<file path="config.mk">
export PLATFORM = sky130hd
export DESIGN_NAME = rv32_exec_core
export DESIGN_NICKNAME = d
export VERILOG_FILES = /design/src/hw/rv32_pkg.sv /design/src/hw/insn_decoder.sv /design/src/hw/alu_unit.sv /design/src/hw/load_store_unit.sv /design/src/hw/next_pc_unit.sv /design/src/hw/register_file.sv /design/src/hw/rv32_exec_core.sv
export VERILOG_INCLUDE_DIRS = /design/src /design/src/hw
export SDC_FILE = /design/constraint.sdc
export NUM_CORES = 2
export LEC_CHECK = 0
export BUFFER_PORTS_ARGS = -buffer_cell sky130_fd_sc_hd__buf_4
export CAP_MARGIN = 20
export CORE_MARGIN = 3
export CORE_UTILIZATION = 45
export DETAILED_ROUTE_END_ITERATION = 10
export SYNTH_ARGS = -nofsm -noshare
export SYNTH_HDL_FRONTEND = slang
export SYNTH_SLANG_ARGS = --single-unit
</file>
<file path="constraint.sdc">
create_clock -name clk -period 22.4 [get_ports clk]
set_clock_uncertainty 0.2 [all_clocks]
set_input_delay 4.48 -clock clk [delete_from_list [all_inputs] [get_ports clk]]
set_output_delay 4.48 -clock clk [all_outputs]
set_load 0.02 [all_outputs]
</file>
<file path="src/hw/rv32_macros.svh">
/* Opcode, funct3 and width constants for the RV32I executor,
   plus the reset program counter */
`ifndef RV32_MACROS_SVH
`define RV32_MACROS_SVH

`define RV32_XLEN        32
`define RV32_REG_ADDR_W  5
`define RV32_RESET_PC    32'h0000_0000

`define RV32_OP_LUI      7'b0110111
`define RV32_OP_AUIPC    7'b0010111
`define RV32_OP_JAL      7'b1101111
`define RV32_OP_JALR     7'b1100111
`define RV32_OP_BRANCH   7'b1100011
`define RV32_OP_LOAD     7'b0000011
`define RV32_OP_STORE    7'b0100011
`define RV32_OP_ALU      7'b0110011
`define RV32_OP_ALUI     7'b0010011

// Branch conditions
`define RV32_F3_BEQ      3'b000
`define RV32_F3_BNE      3'b001
`define RV32_F3_BLT      3'b100
`define RV32_F3_BGE      3'b101
`define RV32_F3_BLTU     3'b110
`define RV32_F3_BGEU     3'b111

// Load and store widths
`define RV32_F3_B        3'b000
`define RV32_F3_H        3'b001
`define RV32_F3_W        3'b010
`define RV32_F3_BU       3'b100
`define RV32_F3_HU       3'b101

`endif

</file>
<file path="src/hw/rv32_pkg.sv">
/* Instruction format union, ALU op codes, data-bus request,
   retire record and decoder bundle */
`include "rv32_macros.svh"

package rv32_pkg;

	typedef struct packed {
		logic [6:0]                  funct7;
		logic [`RV32_REG_ADDR_W-1:0] rs2, rs1;
		logic [2:0]                  funct3;
		logic [`RV32_REG_ADDR_W-1:0] rd;
		logic [6:0]                  opcode;
	} r_fmt_t;

	typedef struct packed {
		logic [11:0]                 imm;
		logic [`RV32_REG_ADDR_W-1:0] rs1;
		logic [2:0]                  funct3;
		logic [`RV32_REG_ADDR_W-1:0] rd;
		logic [6:0]                  opcode;
	} i_fmt_t;

	typedef struct packed {
		logic [6:0]                  imm_11_5;
		logic [`RV32_REG_ADDR_W-1:0] rs2, rs1;
		logic [2:0]                  funct3;
		logic [4:0]                  imm_4_0;
		logic [6:0]                  opcode;
	} s_fmt_t;

	typedef struct packed {
		logic                        imm_12;
		logic [5:0]                  imm_10_5;
		logic [`RV32_REG_ADDR_W-1:0] rs2, rs1;
		logic [2:0]                  funct3;
		logic [3:0]                  imm_4_1;
		logic                        imm_11;
		logic [6:0]                  opcode;
	} b_fmt_t;

	typedef struct packed {
		logic [19:0]                 imm;
		logic [`RV32_REG_ADDR_W-1:0] rd;
		logic [6:0]                  opcode;
	} u_fmt_t;

	typedef struct packed {
		logic                        imm_20;
		logic [9:0]                  imm_10_1;
		logic                        imm_11;
		logic [7:0]                  imm_19_12;
		logic [`RV32_REG_ADDR_W-1:0] rd;
		logic [6:0]                  opcode;
	} j_fmt_t;

	// One word, six views
	typedef union packed {
		r_fmt_t r;
		i_fmt_t i;
		s_fmt_t s;
		b_fmt_t b;
		u_fmt_t u;
		j_fmt_t j;
	} insn_t;

	typedef enum logic [3:0] {
		ALU_ADD, ALU_SUB, ALU_SLL, ALU_SLT, ALU_SLTU,
		ALU_XOR, ALU_SRL, ALU_SRA, ALU_OR, ALU_AND
	} alu_op_e;

	typedef struct packed {
		logic                  valid;
		logic [`RV32_XLEN-1:0] addr;
		logic [`RV32_XLEN-1:0] wdata;
		logic [3:0]            wstrb;  // Low lanes only
		logic [3:0]            rmask;
	} mem_req_t;

	typedef struct packed {
		logic                        we;
		logic [`RV32_REG_ADDR_W-1:0] rd;
		logic [`RV32_XLEN-1:0]       wdata;
	} retire_t;

	typedef struct packed {
		logic                        legal;
		logic [`RV32_REG_ADDR_W-1:0] rs1, rs2;  // Zero when not read
		logic [`RV32_REG_ADDR_W-1:0] rd;
		logic                        rd_we;
		logic [`RV32_XLEN-1:0]       imm;
		logic                        use_imm;
		alu_op_e                     alu_op;
		logic                        is_load, is_store, is_branch;
		logic                        is_jal, is_jalr, is_lui, is_auipc;
		logic [2:0]                  funct3;
	} decode_t;

endpackage

</file>
<file path="src/hw/insn_decoder.sv">
/* RV32I decoder: field and immediate extraction, legality check
   and operand selection */
`timescale 1ns/100ps
`include "rv32_macros.svh"

module insn_decoder (
	input  rv32_pkg::insn_t   insn,
	input  logic              insn_valid,
	output rv32_pkg::decode_t dec
);
	logic [6:0]            opcode;
	logic [2:0]            funct3;
	logic                  base_f7;
	logic                  alt_f7;
	logic [`RV32_XLEN-1:0] imm_i, imm_s, imm_b, imm_u, imm_j;
	logic                  ok;
	logic                  live;
	rv32_pkg::decode_t     d;

	assign opcode  = insn.r.opcode;
	assign funct3  = insn.r.funct3;
	assign base_f7 = (insn.r.funct7 == 7'b0000000);
	assign alt_f7  = (insn.r.funct7 == 7'b0100000);  // SUB and SRA

	assign imm_i = {{20{insn.i.imm[11]}}, insn.i.imm};
	assign imm_s = {{20{insn.s.imm_11_5[6]}}, insn.s.imm_11_5, insn.s.imm_4_0};
	assign imm_b = {{19{insn.b.imm_12}}, insn.b.imm_12, insn.b.imm_11,
		insn.b.imm_10_5, insn.b.imm_4_1, 1'b0};
	assign imm_u = {insn.u.imm, 12'b0};
	assign imm_j = {{11{insn.j.imm_20}}, insn.j.imm_20, insn.j.imm_19_12,
		insn.j.imm_11, insn.j.imm_10_1, 1'b0};

	always_comb begin
		d        = '0;
		d.alu_op = rv32_pkg::ALU_ADD;
		d.rd     = insn.r.rd;
		d.funct3 = funct3;
		ok       = 1'b0;
		case (opcode)
			`RV32_OP_LUI, `RV32_OP_AUIPC: begin
				ok         = 1'b1;
				d.rd_we    = 1'b1;
				d.imm      = imm_u;
				d.is_lui   = (opcode == `RV32_OP_LUI);
				d.is_auipc = (opcode == `RV32_OP_AUIPC);
			end
			`RV32_OP_JAL: begin
				ok       = 1'b1;
				d.rd_we  = 1'b1;
				d.imm    = imm_j;
				d.is_jal = 1'b1;
			end
			`RV32_OP_JALR: begin
				ok        = (funct3 == 3'b000);
				d.rs1     = insn.r.rs1;
				d.rd_we   = 1'b1;
				d.imm     = imm_i;
				d.is_jalr = 1'b1;
			end
			`RV32_OP_BRANCH: begin
				ok          = (funct3 != 3'b010) && (funct3 != 3'b011);
				d.rs1       = insn.r.rs1;
				d.rs2       = insn.r.rs2;
				d.imm       = imm_b;
				d.is_branch = 1'b1;
			end
			`RV32_OP_LOAD: begin
				ok        = funct3 inside {`RV32_F3_B, `RV32_F3_H, `RV32_F3_W,
					`RV32_F3_BU, `RV32_F3_HU};
				d.rs1     = insn.r.rs1;
				d.rd_we   = 1'b1;
				d.imm     = imm_i;
				d.is_load = 1'b1;
			end
			`RV32_OP_STORE: begin
				ok         = funct3 inside {`RV32_F3_B, `RV32_F3_H, `RV32_F3_W};
				d.rs1      = insn.s.rs1;
				d.rs2      = insn.s.rs2;
				d.imm      = imm_s;
				d.is_store = 1'b1;
			end
			`RV32_OP_ALU, `RV32_OP_ALUI: begin
				d.use_imm = (opcode == `RV32_OP_ALUI);
				d.rs1     = insn.r.rs1;
				d.rs2     = d.use_imm ? '0 : insn.r.rs2;
				d.rd_we   = 1'b1;
				d.imm     = imm_i;
				ok        = d.use_imm || base_f7;  // funct7 is don't-care for most ALUI
				case (funct3)
					3'b000: begin
						d.alu_op = (!d.use_imm && alt_f7) ? rv32_pkg::ALU_SUB : rv32_pkg::ALU_ADD;
						ok       = d.use_imm || base_f7 || alt_f7;
					end
					3'b001: begin
						d.alu_op = rv32_pkg::ALU_SLL;
						ok       = base_f7;  // Shift amount is only five bits
					end
					3'b010: d.alu_op = rv32_pkg::ALU_SLT;
					3'b011: d.alu_op = rv32_pkg::ALU_SLTU;
					3'b100: d.alu_op = rv32_pkg::ALU_XOR;
					3'b101: begin
						d.alu_op = alt_f7 ? rv32_pkg::ALU_SRA : rv32_pkg::ALU_SRL;
						ok       = base_f7 || alt_f7;
					end
					3'b110: d.alu_op = rv32_pkg::ALU_OR;
					default: d.alu_op = rv32_pkg::ALU_AND;
				endcase
			end
			default: ok = 1'b0;
		endcase
	end

	assign live = insn_valid && ok;

	// Side effects only for a valid legal instruction
	always_comb begin
		dec           = d;
		dec.legal     = ok;
		dec.rd_we     = live && d.rd_we && (d.rd != '0);
		dec.is_load   = live && d.is_load;
		dec.is_store  = live && d.is_store;
		dec.is_branch = live && d.is_branch;
		dec.is_jal    = live && d.is_jal;
		dec.is_jalr   = live && d.is_jalr;
		dec.is_lui    = live && d.is_lui;
		dec.is_auipc  = live && d.is_auipc;
	end

endmodule

</file>
<file path="src/hw/alu_unit.sv">
/* Integer ALU with the compare flags used for branches */
`timescale 1ns/100ps
`include "rv32_macros.svh"

module alu_unit (
	input  rv32_pkg::alu_op_e     op,
	input  logic [`RV32_XLEN-1:0] a,
	input  logic [`RV32_XLEN-1:0] b,
	output logic [`RV32_XLEN-1:0] result,
	output logic                  lt,
	output logic                  ltu,
	output logic                  eq
);
	logic [4:0] shamt;

	assign shamt = b[4:0];  // Upper bits ignored
	assign lt    = $signed(a) < $signed(b);
	assign ltu   = a < b;
	assign eq    = (a == b);

	always_comb begin
		case (op)
			rv32_pkg::ALU_ADD:  result = a + b;
			rv32_pkg::ALU_SUB:  result = a - b;
			rv32_pkg::ALU_SLL:  result = a << shamt;
			rv32_pkg::ALU_SLT:  result = {{(`RV32_XLEN-1){1'b0}}, lt};
			rv32_pkg::ALU_SLTU: result = {{(`RV32_XLEN-1){1'b0}}, ltu};
			rv32_pkg::ALU_XOR:  result = a ^ b;
			rv32_pkg::ALU_SRL:  result = a >> shamt;
			rv32_pkg::ALU_SRA:  result = $signed(a) >>> shamt;  // Sign fill
			rv32_pkg::ALU_OR:   result = a | b;
			default:            result = a & b;
		endcase
	end

endmodule

</file>
<file path="src/hw/load_store_unit.sv">
/* Data-bus request forming and load data extension */
`timescale 1ns/100ps
`include "rv32_macros.svh"

module load_store_unit (
	input  rv32_pkg::decode_t     dec,
	input  logic [`RV32_XLEN-1:0] rs1_val,
	input  logic [`RV32_XLEN-1:0] rs2_val,
	output rv32_pkg::mem_req_t    mem_req,
	input  logic [`RV32_XLEN-1:0] mem_rdata,
	output logic [`RV32_XLEN-1:0] load_data
);
	logic [3:0] mask;

	// Byte lanes from the access width
	always_comb begin
		case (dec.funct3)
			`RV32_F3_B, `RV32_F3_BU: mask = 4'b0001;
			`RV32_F3_H, `RV32_F3_HU: mask = 4'b0011;
			default:                 mask = 4'b1111;
		endcase
	end

	always_comb begin
		mem_req.valid = dec.is_load || dec.is_store;
		mem_req.addr  = rs1_val + dec.imm;  // Full byte address
		mem_req.wdata = dec.is_store ? rs2_val : '0;
		mem_req.wstrb = dec.is_store ? mask : 4'b0000;
		mem_req.rmask = dec.is_load ? mask : 4'b0000;
	end

	always_comb begin
		case (dec.funct3)
			`RV32_F3_B:  load_data = {{24{mem_rdata[7]}}, mem_rdata[7:0]};
			`RV32_F3_BU: load_data = {24'b0, mem_rdata[7:0]};
			`RV32_F3_H:  load_data = {{16{mem_rdata[15]}}, mem_rdata[15:0]};
			`RV32_F3_HU: load_data = {16'b0, mem_rdata[15:0]};
			default:     load_data = mem_rdata;
		endcase
	end

endmodule

</file>
<file path="src/hw/next_pc_unit.sv">
/* Branch decision and next program counter selection */
`timescale 1ns/100ps
`include "rv32_macros.svh"

module next_pc_unit (
	input  rv32_pkg::decode_t     dec,
	input  logic [`RV32_XLEN-1:0] pc,
	input  logic [`RV32_XLEN-1:0] rs1_val,
	input  logic                  lt,
	input  logic                  ltu,
	input  logic                  eq,
	output logic [`RV32_XLEN-1:0] pc_next
);
	logic                  take;
	logic [`RV32_XLEN-1:0] jalr_sum;

	always_comb begin
		case (dec.funct3)
			`RV32_F3_BEQ:  take = eq;
			`RV32_F3_BNE:  take = !eq;
			`RV32_F3_BLT:  take = lt;
			`RV32_F3_BGE:  take = !lt;
			`RV32_F3_BLTU: take = ltu;
			`RV32_F3_BGEU: take = !ltu;
			default:       take = 1'b0;
		endcase
	end

	assign jalr_sum = rs1_val + dec.imm;

	always_comb begin
		if (!dec.legal)
			pc_next = pc;  // Trap holds the PC
		else if (dec.is_jal || (dec.is_branch && take))
			pc_next = pc + dec.imm;
		else if (dec.is_jalr)
			pc_next = {jalr_sum[`RV32_XLEN-1:1], 1'b0};
		else
			pc_next = pc + 32'd4;
	end

endmodule

</file>
<file path="src/hw/register_file.sv">
/* Integer register file, x1 to x31, x0 reads as zero */
`timescale 1ns/100ps

module register_file (
	input  logic              clk,
	input  logic              rst_n,
	input  logic [4:0]        rs1,
	input  logic [4:0]        rs2,
	output logic [31:0]       rs1_val,
	output logic [31:0]       rs2_val,
	input  rv32_pkg::retire_t wr
);
	logic [31:0] regs [1:31];

	always_ff @(posedge clk) begin
		if (!rst_n) begin
			for (int i = 1; i < 32; i++)
				regs[i] <= '0;
		end else if (wr.we && (wr.rd != 5'd0)) begin
			regs[wr.rd] <= wr.wdata;
		end
	end

	// Combinational read ports
	assign rs1_val = (rs1 == 5'd0) ? 32'd0 : regs[rs1];
	assign rs2_val = (rs2 == 5'd0) ? 32'd0 : regs[rs2];

endmodule

</file>
<file path="src/hw/rv32_exec_core.sv">
/* Single-cycle RV32I executor top: program counter, register file,
   writeback selection and trap */
`timescale 1ns/100ps
`include "rv32_macros.svh"

module rv32_exec_core (
	input  logic                  clk,
	input  logic                  rst_n,
	input  rv32_pkg::insn_t       insn,
	input  logic                  insn_valid,
	output logic [`RV32_XLEN-1:0] insn_addr,
	output rv32_pkg::mem_req_t    mem_req,
	input  logic [`RV32_XLEN-1:0] mem_rdata,
	input  logic                  mem_ready,
	output rv32_pkg::retire_t     retire,
	output logic                  insn_complete,
	output logic                  trap
);
	rv32_pkg::decode_t     dec;
	logic [`RV32_XLEN-1:0] pc, pc_next, pc_plus4;
	logic [`RV32_XLEN-1:0] rs1_val, rs2_val, alu_b, alu_result;
	logic [`RV32_XLEN-1:0] load_data, wb_data;
	logic                  lt, ltu, eq;

	insn_decoder u_dec (
		.insn       (insn),
		.insn_valid (insn_valid),
		.dec        (dec)
	);

	register_file u_regs (
		.clk     (clk),
		.rst_n   (rst_n),
		.rs1     (dec.rs1),
		.rs2     (dec.rs2),
		.rs1_val (rs1_val),
		.rs2_val (rs2_val),
		.wr      (retire)
	);

	assign alu_b = dec.use_imm ? dec.imm : rs2_val;

	alu_unit u_alu (
		.op     (dec.alu_op),
		.a      (rs1_val),
		.b      (alu_b),
		.result (alu_result),
		.lt     (lt),
		.ltu    (ltu),
		.eq     (eq)
	);

	load_store_unit u_lsu (
		.dec       (dec),
		.rs1_val   (rs1_val),
		.rs2_val   (rs2_val),
		.mem_req   (mem_req),
		.mem_rdata (mem_rdata),
		.load_data (load_data)
	);

	next_pc_unit u_npc (
		.dec     (dec),
		.pc      (pc),
		.rs1_val (rs1_val),
		.lt      (lt),
		.ltu     (ltu),
		.eq      (eq),
		.pc_next (pc_next)
	);

	// Only a data access can stretch an instruction
	assign insn_complete = insn_valid && (!mem_req.valid || mem_ready);
	assign trap          = insn_valid && !dec.legal;
	assign pc_plus4      = pc + 32'd4;
	assign insn_addr     = pc;

	always_comb begin
		if (dec.is_load)
			wb_data = load_data;
		else if (dec.is_jal || dec.is_jalr)
			wb_data = pc_plus4;  // Link value
		else if (dec.is_lui)
			wb_data = dec.imm;
		else if (dec.is_auipc)
			wb_data = pc + dec.imm;
		else
			wb_data = alu_result;
	end

	always_comb begin
		retire.we    = dec.rd_we && insn_complete && !trap;
		retire.rd    = dec.rd;
		retire.wdata = wb_data;
	end

	always_ff @(posedge clk) begin
		if (!rst_n)
			pc <= `RV32_RESET_PC;
		else if (insn_complete)
			pc <= pc_next;
	end

endmodule

</file>
# Word-level counts from Yosys, hierarchy flattened
# Memory sizes are Yosys's and may differ from the RTL's.
# Index checks and enable logic that the tools add are counted.
op_classes:
  n_addsub: 5
  magnitude_cmp: 2
  eq_ne: 28
  n_shift: 3
  mux: 40
  n_bitwise: 3
  n_reduce_logical: 51
ops:
  columns: ["op", "count"]
  rows:
  - ["32-bit 2-to-1 mux", 11]
  - ["32-bit one-hot mux with 9 select lines", 1]
  - ["32-bit one-hot mux with 5 select lines", 1]
  - ["32-bit one-hot mux with 4 select lines", 1]
  - ["32-bit adder", 3]
  - ["32-bit < comparator", 2]
  - ["32-bit by 3-bit adder with 32-bit output (second input constant)", 1]
  - ["32-bit bitwise AND", 1]
  - ["32-bit equality test", 1]
  - ["32-bit bitwise OR", 1]
  - ["32-bit OR reduction", 1]
  - ["32-bit by 5-bit << shifter with 32-bit output", 1]
  - ["32-bit by 5-bit right shift with 32-bit output", 1]
  - ["32-bit by 5-bit >>> shifter with 32-bit output", 1]
  - ["32-bit subtractor", 1]
  - ["32-bit bitwise XOR", 1]
  - ["7-bit by 6-bit equality test with 1-bit output (second input constant)", 4]
  - ["4-bit one-hot mux with 7 select lines", 1]
  - ["7-bit equality test (second input constant)", 3]
  - ["5-bit 2-to-1 mux", 4]
  - ["1-bit logical AND", 18]
  - ["4-bit by 3-bit equality test with 1-bit output (second input constant)", 4]
  - ["7-bit by 5-bit equality test with 1-bit output (second input constant)", 2]
  - ["1-bit 2-to-1 mux", 13]
  - ["other kinds (28)", 54]
totals:
  reg_bits: 32
  ram_bits: 992
  input_bits: 68
  output_inout_bits: 145
  elab_cells: 134
  n_memories: 1
mem_list:
  columns: ["memory", "depth", "width", "read_ports", "rd_ports_with_merged_regs", "wr", "line_no", "source"]
  rows:
  - ["u_regs.regs", 31, 32, 2, 0, 31, "register_file.sv:13", "logic [31:0] regs [1:31];"]

# Logic depth before layout (Yosys ltp)
logic_depth:
  ltp_word: 19
  mapped_depth: 32
  ltp_nobuf: 26

# By module
# A second synthesis with hierarchy kept.
hier_totals:
  hier_cells: 6704
  area_unflattened_um2: 75439.9
modules_own_cells:
  columns: ["mod", "instances", "cells_per_inst", "area_each_um2", "seq_area_each_um2"]
  rows:
  - ["register_file", 1, 3505, 54214.5, 30749.5]
  - ["alu_unit", 1, 1329, 8587.0, 0.0]
  - ["rv32_exec_core", 1, 730, 5038.6, 640.6]
  - ["next_pc_unit", 1, 675, 4520.6, 0.0]
  - ["load_store_unit", 1, 326, 2158.3, 0.0]
  - ["insn_decoder", 1, 139, 920.9, 0.0]

# Worst setup path before layout
# Ideal clock, no wire load.
synth_path:
  path_kind: "input-to-output"
  startpoint: "input port insn[20] (netlist bit)"
  endpoint: "output port retire[30] (netlist bit)"
  arrival_ns: 10.809
  required_ns: 17.720
  setup_slack_ns: 6.911
  cell_stages: 29
  path_buffers: 10
  path_cell_list: "buf_2 -> buf_4 -> buf_4 -> buf_2 -> buf_1 -> clkbuf_1 -> clkbuf_1 -> buf_1 -> a31oi_1 -> a21oi_1 -> nand2_1 -> nand4_1 -> a21oi_1 -> or2_2 -> ha_1 -> clkbuf_1 -> or3_1 -> nand2b_1 -> or3_1 -> o221a_2 -> o221a_2 -> o31ai_1 -> mux2i_1 -> a211oi_1 -> o211ai_1 -> a211oi_1 -> o21a_1 -> buf_4 -> inv_1"
synth_lines:
  columns: ["element", "line_no", "source"]
  rows:
  - ["start, declared", "rv32_exec_core.sv:9", "input rv32_pkg::insn_t insn,"]
  - ["end, declared", "rv32_exec_core.sv:15", "output rv32_pkg::retire_t retire,"]

==> impl_metrics.tcl <==
set metrics [dict create \
    status "completed" \
    fin_nets 7693 \
    dp_slack_ns 4.35 \
    grt.overflow.total 0 \
    grt_pass1_wl_mm 522 \
    cts.sinks 1034 \
    worst_slack_ns 3.85 \
    syn_to_final_growth_pct 10.6 \
    min_period_over_period 0.828 \
    holdCritStartpoint "insn_addr[30]" \
    crit_path_frequent_cell "buf_4" \
    hold_viol 0 \
    drt-initial-drc-count 14000 \
    io_pins 213 \
    p_leak_nw 28.1 \
    dieArea_sq_um 161000 \
    max_stage_delay_ns 0.87 \
    rows 144 \
    die_h_um 401 \
    finalMaxSlewViolations 0 \
    yosysWarnings 0 \
    fin_crit_ns 18.55 \
    drc 0 \
    utilization 0.503 \
    wirelength_mm 384 \
    met3_length_mm 58.4 \
    cts_setup_buffers 0 \
    ant_nets 0 \
    max_freq_ghz 0.0539 \
    worstSetupPathType "in2out" \
    max-slew-margin-rel 0.158 \
    worst_pin_slew_ns 1.26 \
    cts.path.max_buffers 3 \
    antenna_found_initial 17 \
    whs_path_depth 2 \
    peakVddDrop_mv 0.0917 \
    yosysSeqAreaShare 0.437 \
    crit_fanout 139 \
    cp-start-kind "primary input" \
    finalSetupViolCount 0 \
    r2r_cells 19 \
    gp_congestion 1.06 \
    finalSetupTns_ns 0 \
    wl_per_cell_um 39.9 \
    worst_setup_path_end_kind "primary output" \
    coreArea_sq_um 155000 \
    dr.max_layer_used "met5" \
    layout-drive-gt1-share 0.147 \
    rsz0062_at_grt "false" \
    cts_resized 0 \
    dp_hpwl_mm 267 \
    syn_inst 7535 \
    r2r-start "u_regs.regs[10][31]" \
    die_x_um 401 \
    holdBufCountCts 0 \
    dr.pass1.iters 7 \
    viasPerCell 7.26 \
    clockRootBuffer "clkbuf_16" \
    arrival_ns 13.87 \
    track_usage 0.458 \
    grt_pass1_vias 63300 \
    synth.ff_latch_count 1034 \
    avgSynthCellArea_sq_um 9.33 \
    port_buffers 212 \
    start_util 0.455 \
    synthFlopType "edfxtp_1" \
    m1WireLength_mm 148 \
    insertion_delay_ns 0.79 \
    powerDensity_nw_per_um2 61.2 \
    synthArstFlopShare 0 \
    grt_start_max_net_pins 140 \
    ctsHtreeMaxLevel 3 \
    startpoint "insn[22]" \
    slowest_stage "o31ai_1" \
    critPathRequiredTime_ns 17.72 \
    syn_area_sq_um 70300 \
    cts_tree "done" \
    wl_met2_mm 151 \
    cap_viol_max_count 0 \
    synth_edf_count 1002 \
    cts_buffers 115 \
    hold_path_class "reg2reg" \
    ys_types 129 \
    vias 69800 \
    clk_pin_slew_ns 0.07 \
]
[per-layer routing]
layer	vias to the layer above	GRT usage
met5	-	0
met4	6	0.257
met3	1193	0.154
met2	6461	0.620
met1	34300	0.637
li1	27900	-
[cells in the final DEF (no fill, tap or decap), types with 78 or more instances in the layout]
master     synthesis  routed
mux2_2           121     121
inv_1            150     149
buf_4             72     494
o22ai_1           79      78
a31oi_1           90      90
mux2i_1          296     296
clkbuf_16          0     116
o21ai_0          352     350
edfxtp_1        1002    1002
a221oi_1         190     190
a211oi_1         102     102
a21oi_1          392     390
o211ai_1          90      90
nand2_1          765     729
nand3_1          179     176
nor3_1           109     105
ha_1             160     160
nor2_1          1391    1382
[worst max-delay path: cells and delay by family]
kind | cells | cell delay, ns
AO/OA/AOI/OAI | 12 | 3.60
buffers and inverters | 8 | 2.93
AND/OR/NAND/NOR | 7 | 2.01
adder cells (fa/ha/maj) | 1 | 0.34
multiplexers | 1 | 0.17
[metrics by stage]
step,cells,power [W],cell area [sq um],hold slack (ns)
floorplan,7544,0.00257,70300,0.395
global placement,9378,0.00282,73900,0.362
detailed placement,9381,0.00283,73900,0.378
CTS,9597,0.00473,77700,0.387
global route,9604,0.00485,77700,0.412
finish,9616,0.00476,77800,0.393
[power by group]
part	total (W)	leakage, nW	switching [W]	internal [W]
clock network	0.00194	1.82	0.000871	0.00107
registers	0.00222	10.6	0.0000382	0.00218
logic	0.000605	15.7	0.000437	0.000168
total	0.00476	28.1	0.00135	0.00342
[final timing paths]
check	to	slack (ns)
worst min register to register	insn_addr[30]	0.39
worst min-delay path	insn_addr[30]	0.39
worst max-delay path	retire[30]	3.85
worst max register to register	insn_addr[16]	13.58
[cell type report]
type                            instances  area [sq um]
Timing Repair Buffer                  512          3970
Sequential cell                      1034         30700
Antenna cell                           12          30.0
Clock buffer                          133          2970
Tap cell                             2044          2560
Inverter                              176           666
Clock inverter                         83           797
Fill cell                           14300         76800
Multi-Input combinational cell       5622         36100
[sequential cells by signal (all words and copies together), names as in the netlist]
| register | cells |
|---|---|
| u_regs.regs | 1002 |
| insn_addr | 32 |
[synth_stat cells (53+ instances only)]
| cell type | count | share of area |
|---|---|---|
| inv_1 | 150 | 0.0080 |
| and2_1 | 53 | 0.0047 |
| nand3_1 | 179 | 0.013 |
| nand2_1 | 765 | 0.041 |
| clkbuf_1 | 382 | 0.020 |
| o22ai_1 | 79 | 0.0070 |
| a31oi_1 | 90 | 0.0080 |
| a21oi_1 | 392 | 0.028 |
| and3_1 | 56 | 0.0050 |
| ha_1 | 160 | 0.028 |
| buf_2 | 179 | 0.013 |
| a221o_1 | 69 | 0.0098 |
| mux2_2 | 121 | 0.019 |
| xnor2_1 | 61 | 0.0076 |
| edfxtp_1 | 1002 | 0.43 |
| a221oi_1 | 190 | 0.024 |
| a211oi_1 | 102 | 0.011 |
| nor2_1 | 1391 | 0.074 |
| o21ai_0 | 352 | 0.025 |
| buf_4 | 72 | 0.0077 |
| mux2i_1 | 296 | 0.042 |
| nor3_1 | 109 | 0.0078 |
| mux4_2 | 68 | 0.022 |
| a21o_1 | 68 | 0.0073 |
| o211ai_1 | 90 | 0.0096 |
[logic make-up (layout without fill, tap and decap cells)]
| family | after synthesis | in the layout | synth area share |
|---|---|---|---|
| simple gates | 2820 | 2820 | 0.171 |
| other cells | 1 | 22 | 0.0000533 |
| fa+ha+maj | 164 | 164 | 0.0296 |
| buf+inv | 888 | 904 | 0.0575 |
| xor+xnor | 99 | 99 | 0.0123 |
| mux | 488 | 488 | 0.0838 |
| flops | 1034 | 1034 | 0.437 |
| compound gates | 2041 | 2041 | 0.208 |
Note: power is estimated with default switching activity, not from simulation.
